<file path="src/hw/routerPkg.sv">
package routerPkg;

  // port order is L=0, N=1, E=2, W=3, S=4.
  localparam int numPorts = 5;

  localparam int flitDataWidth = 32;

  // the header carries the packet length in its low bits.
  localparam int lengthWidth = 12;

  localparam int queueDepth = 4; // must stay a power of two.

  localparam int portIdWidth = 3;

  localparam int ptrWidth = $clog2(queueDepth);

  localparam int countWidth = $clog2(queueDepth + 1); // holds 0 to queueDepth.

  localparam int wbAdrWidth = 6; // kind in the upper half, port in the lower half.

  typedef enum logic [2:0]
  {
    flitHeader = 3'b001,
    flitBody   = 3'b010,
    flitTail   = 3'b100
  } flitKind;

  // one-hot output grant, bit i+1 belongs to port i.
  typedef enum logic [5:0]
  {
    stIdle   = 6'b000001,
    stGrantL = 6'b000010,
    stGrantN = 6'b000100,
    stGrantE = 6'b001000,
    stGrantW = 6'b010000,
    stGrantS = 6'b100000
  } grantState;

endpackage
</file>
<file path="src/hw/routerOutputPort.sv">
`timescale 1ns/1ns

module routerOutputPort
  import routerPkg::*;
(
  input  logic                     clk,
  input  logic                     rst,
  input  logic [numPorts-1:0]      inValid,
  output logic [numPorts-1:0]      inReady,
  input  flitKind                  inKind [numPorts],
  input  logic [flitDataWidth-1:0] inData [numPorts],
  output logic                     wbCyc,
  output logic                     wbStb,
  output logic                     wbWe,
  output logic [wbAdrWidth-1:0]    wbAdr,
  output logic [flitDataWidth-1:0] wbDat,
  input  logic                     wbAck
);

  logic [numPorts-1:0]      headValid;
  flitKind                  headKind [numPorts];
  logic [flitDataWidth-1:0] headData [numPorts];
  logic [lengthWidth-1:0]   headLength [numPorts];
  logic [numPorts-1:0]      popPort;
  logic                     flitSent;
  grantState                grant;

  for (genvar i = 0; i < numPorts; i++)
  begin : genQueue
    inputQueue u_inputQueue (
      .clk       (clk),
      .rst       (rst),
      .inValid   (inValid[i]),
      .inReady   (inReady[i]),
      .inKind    (inKind[i]),
      .inData    (inData[i]),
      .pop       (popPort[i]),
      .headValid (headValid[i]),
      .headKind  (headKind[i]),
      .headData  (headData[i])
    );

    assign headLength[i] = headData[i][lengthWidth-1:0]; // only meaningful on a header.
  end

  outputArbiter u_outputArbiter (
    .clk        (clk),
    .rst        (rst),
    .req        (headValid),
    .headKind   (headKind),
    .headLength (headLength),
    .flitSent   (flitSent),
    .grant      (grant)
  );

  wbFlitMaster u_wbFlitMaster (
    .clk       (clk),
    .rst       (rst),
    .grant     (grant),
    .headValid (headValid),
    .headKind  (headKind),
    .headData  (headData),
    .popPort   (popPort),
    .flitSent  (flitSent),
    .wbCyc     (wbCyc),
    .wbStb     (wbStb),
    .wbWe      (wbWe),
    .wbAdr     (wbAdr),
    .wbDat     (wbDat),
    .wbAck     (wbAck)
  );

endmodule

</file>
<file path="src/hw/wbFlitMaster.sv">
`timescale 1ns/1ns

module wbFlitMaster
  import routerPkg::*;
(
  input  logic                     clk,
  input  logic                     rst,
  input  grantState                grant,
  input  logic [numPorts-1:0]      headValid,
  input  flitKind                  headKind [numPorts],
  input  logic [flitDataWidth-1:0] headData [numPorts],
  output logic [numPorts-1:0]      popPort,
  output logic                     flitSent,
  output logic                     wbCyc,
  output logic                     wbStb,
  output logic                     wbWe,
  output logic [wbAdrWidth-1:0]    wbAdr,
  output logic [flitDataWidth-1:0] wbDat,
  input  logic                     wbAck
);

  logic [portIdWidth-1:0] grantPort;
  logic                   grantValid;
  logic [portIdWidth-1:0] activePort; // port of the transfer on the bus.
  logic                   coolDown;
  logic                   launch;
  logic                   done;

  always_comb
  begin
    grantValid = 1'b1;
    grantPort  = '0;
    case (grant)
      stGrantL: grantPort = portIdWidth'(0);
      stGrantN: grantPort = portIdWidth'(1);
      stGrantE: grantPort = portIdWidth'(2);
      stGrantW: grantPort = portIdWidth'(3);
      stGrantS: grantPort = portIdWidth'(4);
      default:  grantValid = 1'b0;
    endcase
  end

  // the cycle after an ack is skipped so the arbiter can see the timer first.
  assign launch = grantValid && headValid[grantPort] && !wbStb && !coolDown;
  assign done   = wbStb && wbAck;

  assign flitSent = done;

  always_comb
  begin
    popPort = '0;
    if (done)
    begin
      popPort[activePort] = 1'b1;
    end
  end

  always_ff @(posedge clk)
  begin
    if (rst)
    begin
      wbCyc      <= 1'b0;
      wbStb      <= 1'b0;
      wbWe       <= 1'b0;
      coolDown   <= 1'b0;
      activePort <= '0;
    end
    else
    begin
      coolDown <= done;
      if (done)
      begin
        wbCyc <= 1'b0;
        wbStb <= 1'b0;
        wbWe  <= 1'b0;
      end
      else if (launch)
      begin
        wbCyc      <= 1'b1;
        wbStb      <= 1'b1;
        wbWe       <= 1'b1;
        activePort <= grantPort;
      end
    end
  end

  always_ff @(posedge clk)
  begin
    if (launch)
    begin
      wbAdr <= {headKind[grantPort], grantPort}; // held until the ack.
      wbDat <= headData[grantPort];
    end
  end

endmodule

</file>
<file path="src/hw/outputArbiter.sv">
`timescale 1ns/1ns

module outputArbiter
  import routerPkg::*;
(
  input  logic                   clk,
  input  logic                   rst,
  input  logic [numPorts-1:0]    req,
  input  flitKind                headKind [numPorts],
  input  logic [lengthWidth-1:0] headLength [numPorts],
  input  logic                   flitSent,
  output grantState              grant
);

  grantState nextGrant;

  logic [numPorts-1:0]    timesUp;
  logic [portIdWidth-1:0] curPort;
  logic                   isIdle;
  logic [5:0]             nextBits;
  logic                   found;

  int baseIdx;
  int candidates;
  int searchIdx;

  for (genvar i = 0; i < numPorts; i++)
  begin : genTimer
    packetTimer u_packetTimer (
      .clk        (clk),
      .rst        (rst),
      .headKind   (headKind[i]),
      .headLength (headLength[i]),
      .granted    (grant[i+1]),
      .flitSent   (flitSent),
      .timesUp    (timesUp[i])
    );
  end

  always_comb
  begin
    isIdle  = 1'b0;
    curPort = '0;
    case (grant)
      stGrantL: curPort = portIdWidth'(0);
      stGrantN: curPort = portIdWidth'(1);
      stGrantE: curPort = portIdWidth'(2);
      stGrantW: curPort = portIdWidth'(3);
      stGrantS: curPort = portIdWidth'(4);
      default:  isIdle = 1'b1;
    endcase
  end

  // the holder never competes with itself, it passes through idle first.
  always_comb
  begin
    nextBits   = '0;
    found      = 1'b0;
    searchIdx  = 0;
    candidates = isIdle ? numPorts : numPorts - 1;
    baseIdx    = isIdle ? 0 : int'(curPort) + 1;
    if (!isIdle && req[curPort] && !timesUp[curPort])
    begin
      nextGrant = grant; // the packet in progress keeps the output.
    end
    else
    begin
      for (int k = 0; k < numPorts; k++)
      begin
        searchIdx = baseIdx + k;
        if (searchIdx >= numPorts)
        begin
          searchIdx = searchIdx - numPorts;
        end
        if (!found && (k < candidates) && req[searchIdx])
        begin
          found                 = 1'b1;
          nextBits[searchIdx+1] = 1'b1;
        end
      end
      nextGrant = found ? grantState'(nextBits) : stIdle;
    end
  end

  always_ff @(posedge clk)
  begin
    if (rst)
    begin
      grant <= stIdle;
    end
    else
    begin
      grant <= nextGrant;
    end
  end

endmodule

</file>
<file path="src/hw/packetTimer.sv">
`timescale 1ns/1ns

module packetTimer
  import routerPkg::*;
(
  input  logic                   clk,
  input  logic                   rst,
  input  flitKind                headKind,
  input  logic [lengthWidth-1:0] headLength,
  input  logic                   granted,
  input  logic                   flitSent,
  output logic                   timesUp
);

  logic [lengthWidth-1:0] count; // flits sent of the current packet.
  logic [lengthWidth-1:0] limit;

  always_ff @(posedge clk)
  begin
    if (rst)
    begin
      count <= '0;
      limit <= '0;
    end
    else
    begin
      // only an idle timer loads, so a following header cannot move the limit.
      if ((count == '0) && (headKind == flitHeader))
      begin
        limit <= headLength;
      end
      if (!granted)
      begin
        count <= '0;
      end
      else if (flitSent)
      begin
        count <= count + 1'b1;
      end
    end
  end

  assign timesUp = (count == limit);

endmodule

</file>
<file path="src/hw/inputQueue.sv">
`timescale 1ns/1ns

module inputQueue
  import routerPkg::*;
(
  input  logic                     clk,
  input  logic                     rst,
  input  logic                     inValid,
  output logic                     inReady,
  input  flitKind                  inKind,
  input  logic [flitDataWidth-1:0] inData,
  input  logic                     pop,
  output logic                     headValid,
  output flitKind                  headKind,
  output logic [flitDataWidth-1:0] headData
);

  logic [flitDataWidth-1:0] dataMem [queueDepth];
  flitKind                  kindMem [queueDepth];

  logic [ptrWidth-1:0]   wrPtr;
  logic [ptrWidth-1:0]   rdPtr;
  logic [countWidth-1:0] count;

  logic push;
  logic doPop;

  assign headValid = (count != '0);
  assign doPop     = pop && headValid; // a pop on an empty queue is ignored.

  // a full queue still takes a flit in the cycle its head leaves.
  assign inReady = (count != countWidth'(queueDepth)) || doPop;
  assign push    = inValid && inReady;

  assign headKind = kindMem[rdPtr];
  assign headData = dataMem[rdPtr];

  always_ff @(posedge clk)
  begin
    if (push)
    begin
      dataMem[wrPtr] <= inData;
      kindMem[wrPtr] <= inKind;
    end
  end

  always_ff @(posedge clk)
  begin
    if (rst)
    begin
      wrPtr <= '0;
      rdPtr <= '0;
      count <= '0;
    end
    else
    begin
      if (push)
      begin
        wrPtr <= wrPtr + 1'b1; // pointers wrap on their own.
      end
      if (doPop)
      begin
        rdPtr <= rdPtr + 1'b1;
      end
      case ({push, doPop})
        2'b10:
        begin
          count <= count + 1'b1;
        end
        2'b01:
        begin
          count <= count - 1'b1;
        end
        default:
        begin
          count <= count;
        end
      endcase
    end
  end

endmodule

</file>
<file path="config.mk">
export PLATFORM = sky130hd
export DESIGN_NAME = routerOutputPort
export DESIGN_NICKNAME = d
export VERILOG_FILES = /design/src/hw/routerPkg.sv /design/src/hw/routerOutputPort.sv /design/src/hw/wbFlitMaster.sv /design/src/hw/outputArbiter.sv /design/src/hw/packetTimer.sv /design/src/hw/inputQueue.sv
export SDC_FILE = /design/constraint.sdc
export NUM_CORES = 1
export LEC_CHECK = 0
export BUFFER_PORTS_ARGS = -buffer_cell sky130_fd_sc_hd__buf_4
export CAP_MARGIN = 30
export CORE_ASPECT_RATIO = 1.75
export CORE_MARGIN = 2
export CORE_UTILIZATION = 30
export CTS_CLUSTER_SIZE = 14
export DETAILED_ROUTE_END_ITERATION = 10
export GPL_TIMING_DRIVEN = 1
export MAX_ROUTING_LAYER = met4
export SLEW_MARGIN = 20
export SYNTH_ARGS = -nofsm -noshare
export SYNTH_HDL_FRONTEND = slang
export SYNTH_SLANG_ARGS = --single-unit
</file>
<file path="constraint.sdc">
create_clock -name clk -period 6.84 [get_ports clk]
set_clock_uncertainty 0.15 [all_clocks]
set_input_delay 1.368 -clock clk [delete_from_list [all_inputs] [get_ports clk]]
set_output_delay 1.368 -clock clk [all_outputs]
set_load 0.05 [all_outputs]
</file>
== Word-level counts from Yosys, hierarchy flattened ==
Memory sizes are Yosys's and may differ from the RTL's. A register that Yosys moved wholly into a read port is not among the register bits.
Cells that the tools add are included.
Word-level totals
  logic and storage cells: 329
  output and inout port bits: 46
  bits in registers: 204
  memory bits (writable): 700
  memories: 10
Operators by class
  $lt $le $gt $ge: 29
  reductions and logical operators: 71
  bitwise operators: 11
  muxes and demuxes: 107
  equal/unequal tests: 30
  add/subtract/negate cells: 40
Memories
  genQueue[0].u_inputQueue.dataMem: depth 4, bits a word 32, rd ports 1, clocked after memory_dff 1, wr ports 1, RTL line inputQueue.sv:18  | logic [flitDataWidth-1:0] dataMem [queueDepth];
  genQueue[1].u_inputQueue.dataMem: depth 4, bits a word 32, rd ports 1, clocked after memory_dff 1, wr ports 1, RTL line inputQueue.sv:18
  genQueue[2].u_inputQueue.dataMem: depth 4, bits a word 32, rd ports 1, clocked after memory_dff 1, wr ports 1, RTL line inputQueue.sv:18
  genQueue[3].u_inputQueue.dataMem: depth 4, bits a word 32, rd ports 1, clocked after memory_dff 1, wr ports 1, RTL line inputQueue.sv:18
  genQueue[4].u_inputQueue.dataMem: depth 4, bits a word 32, rd ports 1, clocked after memory_dff 1, wr ports 1, RTL line inputQueue.sv:18
  genQueue[0].u_inputQueue.kindMem: depth 4, bits a word 3, rd ports 1, clocked after memory_dff 1, wr ports 1, RTL line inputQueue.sv:19  | flitKind kindMem [queueDepth];
  4 more memories
Operators by type and width (count)
  $mux W32: 13
  $lt A32 B5 Y1 const B: 10
  $add A32 B2 Y32 const B: 6
  $ge A32 B1 Y1 const B: 5
  $ge A32 B4 Y1 const B: 5
  $sub A32 B4 Y32 const B: 5
  $bmux W32 S3: 1
  $add A32 B3 Y32 const B: 2
  $lt A3 B32 Y1 const A: 2
  $add A12 B1 Y12 const B: 5
  $eq A12 B12 Y1: 5
  $logic_not A12 Y1: 5
  $mux W6: 10
  $mux W1: 40
  $mux W2: 20
  $logic_and A1 B1 Y1: 36
  $add A32 B4 Y32 const B: 1
  $lt A1 B32 Y1 const A: 1
  $lt A2 B32 Y1 const A: 1
  $lt A4 B32 Y1 const A: 1
  $pmux W3 S2: 5
  $or A6 B6 Y6: 4
  $bmux W1 S3: 7
  $add A2 B1 Y2 const B: 10
  29 further kinds: 88

== Depth between registers and ports, before layout ==
  depth after elaboration: 34
  depth in mapped cells: 34
  gate-level depth less buffers: 27

== Hierarchy ==
From an unflattened synthesis, not the netlist that was laid out.
Second synthesis, totals
  cell total of the unflattened synthesis: 2704
  area total of the unflattened synthesis: 41152.0 um^2
By module, submodules not included
  inputQueue at genQueue[0].u_inputQueue ...: area each 5675.4 um^2, instances 4, cells an instance 250, seq. area each 4384.2 um^2
  packetTimer: area each 1300.0 um^2, instances 5, cells an instance 141, seq. area each 480.5 um^2
  inputQueue at genQueue[3].u_inputQueue: area each 5509.0 um^2, instances 1, cells an instance 235, seq. area each 4384.2 um^2
  outputArbiter: area each 3512.1 um^2, instances 1, cells an instance 500, seq. area each 120.1 um^2
  wbFlitMaster: area each 2929.1 um^2, instances 1, cells an instance 264, seq. area each 1241.2 um^2

== Least setup slack after synthesis ==
Ideal clock, no wire load.
  path kind: flip-flop to flip-flop
  start point: register u_outputArbiter.grant[3]
  end point: register u_outputArbiter.grant[4]
  cell stages (with the launch flop): 30
  arrival: 5.993 ns
  path slack: 0.639 ns
  cells stage by stage: dfxtp_1 buf_2 or4_1 nor2_1 clkbuf_1 clkbuf_1 ha_1 buf_2 inv_1 xnor2_1 buf_2 nand2_2 ha_1 inv_1 nor2_1 nor2_1 ha_1 clkbuf_1 o21ai_1 xnor2_1 ha_1 inv_1 nor4_1 nor4bb_1 a311oi_1 a21oi_1 nand3b_1 or4b_1 a21oi_1 a211o_1
On the way
  cells in the longest elaborated chain, start to end: 34
  elaborated cells on any way between the ends: 128
Ends and longest elaborated chain
  start, declared: RTL line outputArbiter.sv:12  | output grantState grant
  start signal, assigned: RTL line outputArbiter.sv:89  | grant <= stIdle;
  start signal, assigned: RTL line outputArbiter.sv:93  | grant <= nextGrant;
  $eq A6 B6 Y1, or another cell as far along: RTL line outputArbiter.sv:44  | case (grant)
  $pmux W3 S4 (*): RTL line outputArbiter.sv:44
  net u_outputArbiter.curPort[0]: RTL line outputArbiter.sv:18  | logic [portIdWidth-1:0] curPort;
  branches (longest 32 deep; another with $add A32 B2 Y32)
Mark *: on every way through the listed nets, which the timed path passes. The select of a mux whose other input is x is not followed.
A chain may end at the register's enable or synchronous reset.

== Final worst setup path ==
  start point: register u_outputArbiter.grant[2]
  end point: register u_outputArbiter.grant[4]
On the way
  cells in the longest elaborated chain, start to end: 34
  elaborated cells on any way between the ends: 128
Ends and longest elaborated chain
  branches (longest 34 deep; another with $add A32 B2 Y32)
Several ways; the timed one is not identified. The select of a mux whose other input is x is not followed.

==> results.cfg <==
[sta]
setup_tns_ns = 0
setup_slack_ns = 0.601
slew_headroom_pct = 29.0
rsz0062_at_grt = no
finalSetupViolations = 0
max_freq_mhz = 160
tightestPinTransition_ns = 1.05
finalMaxSlewViolations = 0
period_share_pct = 91.2
period_needed_ns = 6.24
finalHoldViolations = 0

[yosys]
synthCells = 2632
post_synth.cell_area_avg_sq_um = 14.8
synth-simple-area-share_pct = 9.17
synth-warning-count = 0
yosys-mux-area-fraction_pct = 12.1
netlist_area_sq_um = 39000
synth.distinct_cells = 102
async_reset_ff_share_pct = 0
synth-seq-cells = 914
syn-num-nets = 2879
synth_fa_ha_area_share_pct = 2.15
synth_xor_area_share_pct = 3.42
synth_compound_area_share_pct = 5.03
yosys_most_used_dff = edfxtp_1
ys_seq_area_share_pct = 65.9
synth_top_family_by_area = multiplexers
synth_edf_count = 738

[global_route]
antenna_found_initial = 23
grt_most_used_layer = met2
met1_usage_pct = 18.1
groute.usage.overall_pct = 17.2
grt_max_degree = 68
use_met3_pct = 3.91
use_met2_pct = 30.7
grt_pass1_wl_um = 161000
overflow = 0
grt_pass1_vias = 23500

[die]
fp.dieW_um = 276
start_util_pct = 30.3
die-area_sq_um = 133000
ios = 229
die_h_um = 481
fp-row-count = 174
core_area_sq_um = 129000

[worst_setup_path]
crit_chain = or4b_4, o22ai_2, o31ai_2, buf_4, inv_1, ha_1, inv_1, nor2_1, a31oi_1, o21ai_4, nand3_1, xnor2_1, ha_1, inv_1, or3_1, o32ai_1, o211ai_1, or4_1, o22ai_1, a211o_1
required_ns = 7.33
crit_path_max_incr_delay_ns = 0.62
cpMostUsedCell = inv_1
cp_slowest_cell = dfxtp_1
setup.worst_path.end_class = register
ff2ff_path_depth = 20
worstPathMaxFanout = 13
cp-start-kind = register
path_class = reg2reg
crit_arrival_ns = 6.72

[power]
intPower_mw = 9.82
p_leak_nw = 15.4
netSwitchingPower_mw = 4.21
power_frac_comb_pct = 20.9
clkPwrFrac_pct = 32.8
switching_share_pct = 30.0
seq_power_share_pct = 46.3
total_power_mw = 14.0
power_density_nw_per_um2 = 309
peakVddDrop_mv = 0.285

[layout]
final_area_sq_um = 45400
drive_gt1_share_pct = 22.3
layout_common_cells = edfxtp_1, buf_4, nand2_1, nor2_1, mux4_2
final_nets = 3113
area_growth_pct = 16.6
layout_commonest_cell = edfxtp_1

[clock_tree]
htree_num_levels = 3
clk_latency_ns = 0.69
cts.sinks = 914
clk_path_buf_depth = 3
ctsResizeCount = 0
cts.reportedPaths.clkPinSlew_ns = 0.08
clockRootBuffer = clkbuf_16
postCtsSetupRepairBufs = 0
hold_buffers = 0
cts_buffers = 83
cts_tree = yes

[placed_design]
placed_cell_area_sq_um = 42800
dp_hpwl_um = 80700
pre_cts_slack_ns = 0.768
gp_congestion = 0.956
port-buffer-count = 228

[routing]
first_iter_violations = 1653
wire_per_inst_um = 24.3
ant_nets = 0
routed_via_density = 4.97
wl_um = 112000
vias = 23000
drc_errors = 0
drtPass1Iterations = 7

[worst_hold_path]
min_delay_path_depth = 2
hp-class = reg2reg

[run]
maxCapViolCount = 0

[run_status]
status = finished, final reports clean
==> worst paths after layout <==
| check | start | endpoint | slack, ns |
|---|---|---|---|
| min | genQueue[2].u_inputQueue.wrPtr[1] | genQueue[2].u_inputQueue.wrPtr[1] | 0.35 |
| max reg2reg | u_outputArbiter.grant[2] | u_outputArbiter.grant[4] | 0.60 |
| min reg2reg | genQueue[2].u_inputQueue.wrPtr[1] | genQueue[2].u_inputQueue.wrPtr[1] | 0.35 |
| max | u_outputArbiter.grant[2] | u_outputArbiter.grant[4] | 0.60 |
==> synth_stat cells (33+ instances only) <==
master / number / area (sq um)
ha_1: 59 / 738
a21oi_1: 57 / 285
edfxtp_1: 738 / 22200
nand2_1: 272 / 1020
buf_1: 33 / 124
xnor2_1: 88 / 771
dfxtp_1: 176 / 3520
nand4_1: 35 / 219
nor2_1: 205 / 769
xor2_1: 64 / 561
nand3_1: 49 / 245
inv_1: 65 / 244
mux4_2: 175 / 3940
o21ai_0: 86 / 430
mux2i_1: 73 / 731
clkbuf_1: 81 / 304
and3_1: 38 / 238
==> state kept, by name (all words and copies together), names as in the netlist, named ones only <==
register	cells
u_wbFlitMaster.wbStb	1
u_wbFlitMaster.wbAdr	6
u_wbFlitMaster.activePort	3
u_outputArbiter.grant	6
u_wbFlitMaster.wbDat	32
genQueue.u_inputQueue.wrPtr	10
genQueue.u_inputQueue.count	15
genQueue.u_inputQueue.rdPtr	10
genQueue.u_inputQueue.dataMem	640
u_wbFlitMaster.coolDown	1
u_outputArbiter.genTimer.u_packetTimer.count	60
genQueue.u_inputQueue.kindMem	60
u_outputArbiter.genTimer.u_packetTimer.limit	60
==> power groups by stage <==
stage               registers, mW  logic, mW  clock network, mW
finish                       6.49       2.94               4.60
global route                 6.52       3.12               4.89
CTS                          6.50       2.95               4.71
detailed placement           6.61       2.94                  0
global placement             6.61       2.93                  0
floorplan                    6.67       1.69                  0
==> cell type report <==
class	instances	area, sq um
Sequential cell	914	25700
Multi-Input combinational cell	1512	12500
Tap cell	1672	2090
Inverter	68	256
Clock buffer	113	2300
Antenna cell	22	55.1
Fill cell	12300	83200
Clock inverter	30	324
Timing Repair Buffer	287	2250
==> critical path, delay by kind of cell, from the launching register on <==
family,cells,cell delay (ns)
compound gates,8,1.76
xor+xnor,1,0.19
fa+ha+maj,2,0.72
buf+inv,4,0.77
flops,1,0.62
simple gates,5,1.97
==> logic make-up (layout without fill, tap and decap cells) <==
kind of cell / count (synthesis) / count (layout)
compound gates: 291 / 291
xor+xnor: 152 / 152
mux: 250 / 250
buf+inv: 206 / 498
flops: 914 / 914
simple gates: 753 / 753
other cells: 2 / 24
fa+ha+maj: 64 / 64
==> metrics by stage <==
step                      hold WS, ns  instances  utilization, %
after global routing            0.389       4617            35.3
after CTS                       0.352       4596            35.3
after floorplan                 0.319       2632               -
after detailed placement        0.345       4453            33.2
after global placement          0.336       4447            33.1
final                           0.349       4618            35.3
==> metal layers <==
metal	wire, um	vias to the layer above
met3	6760	172
met2	58800	680
li1	-	10500
met1	41700	11600
met4	4820	0
met5	0	-
Note: power is estimated with default switching activity, not from simulation.
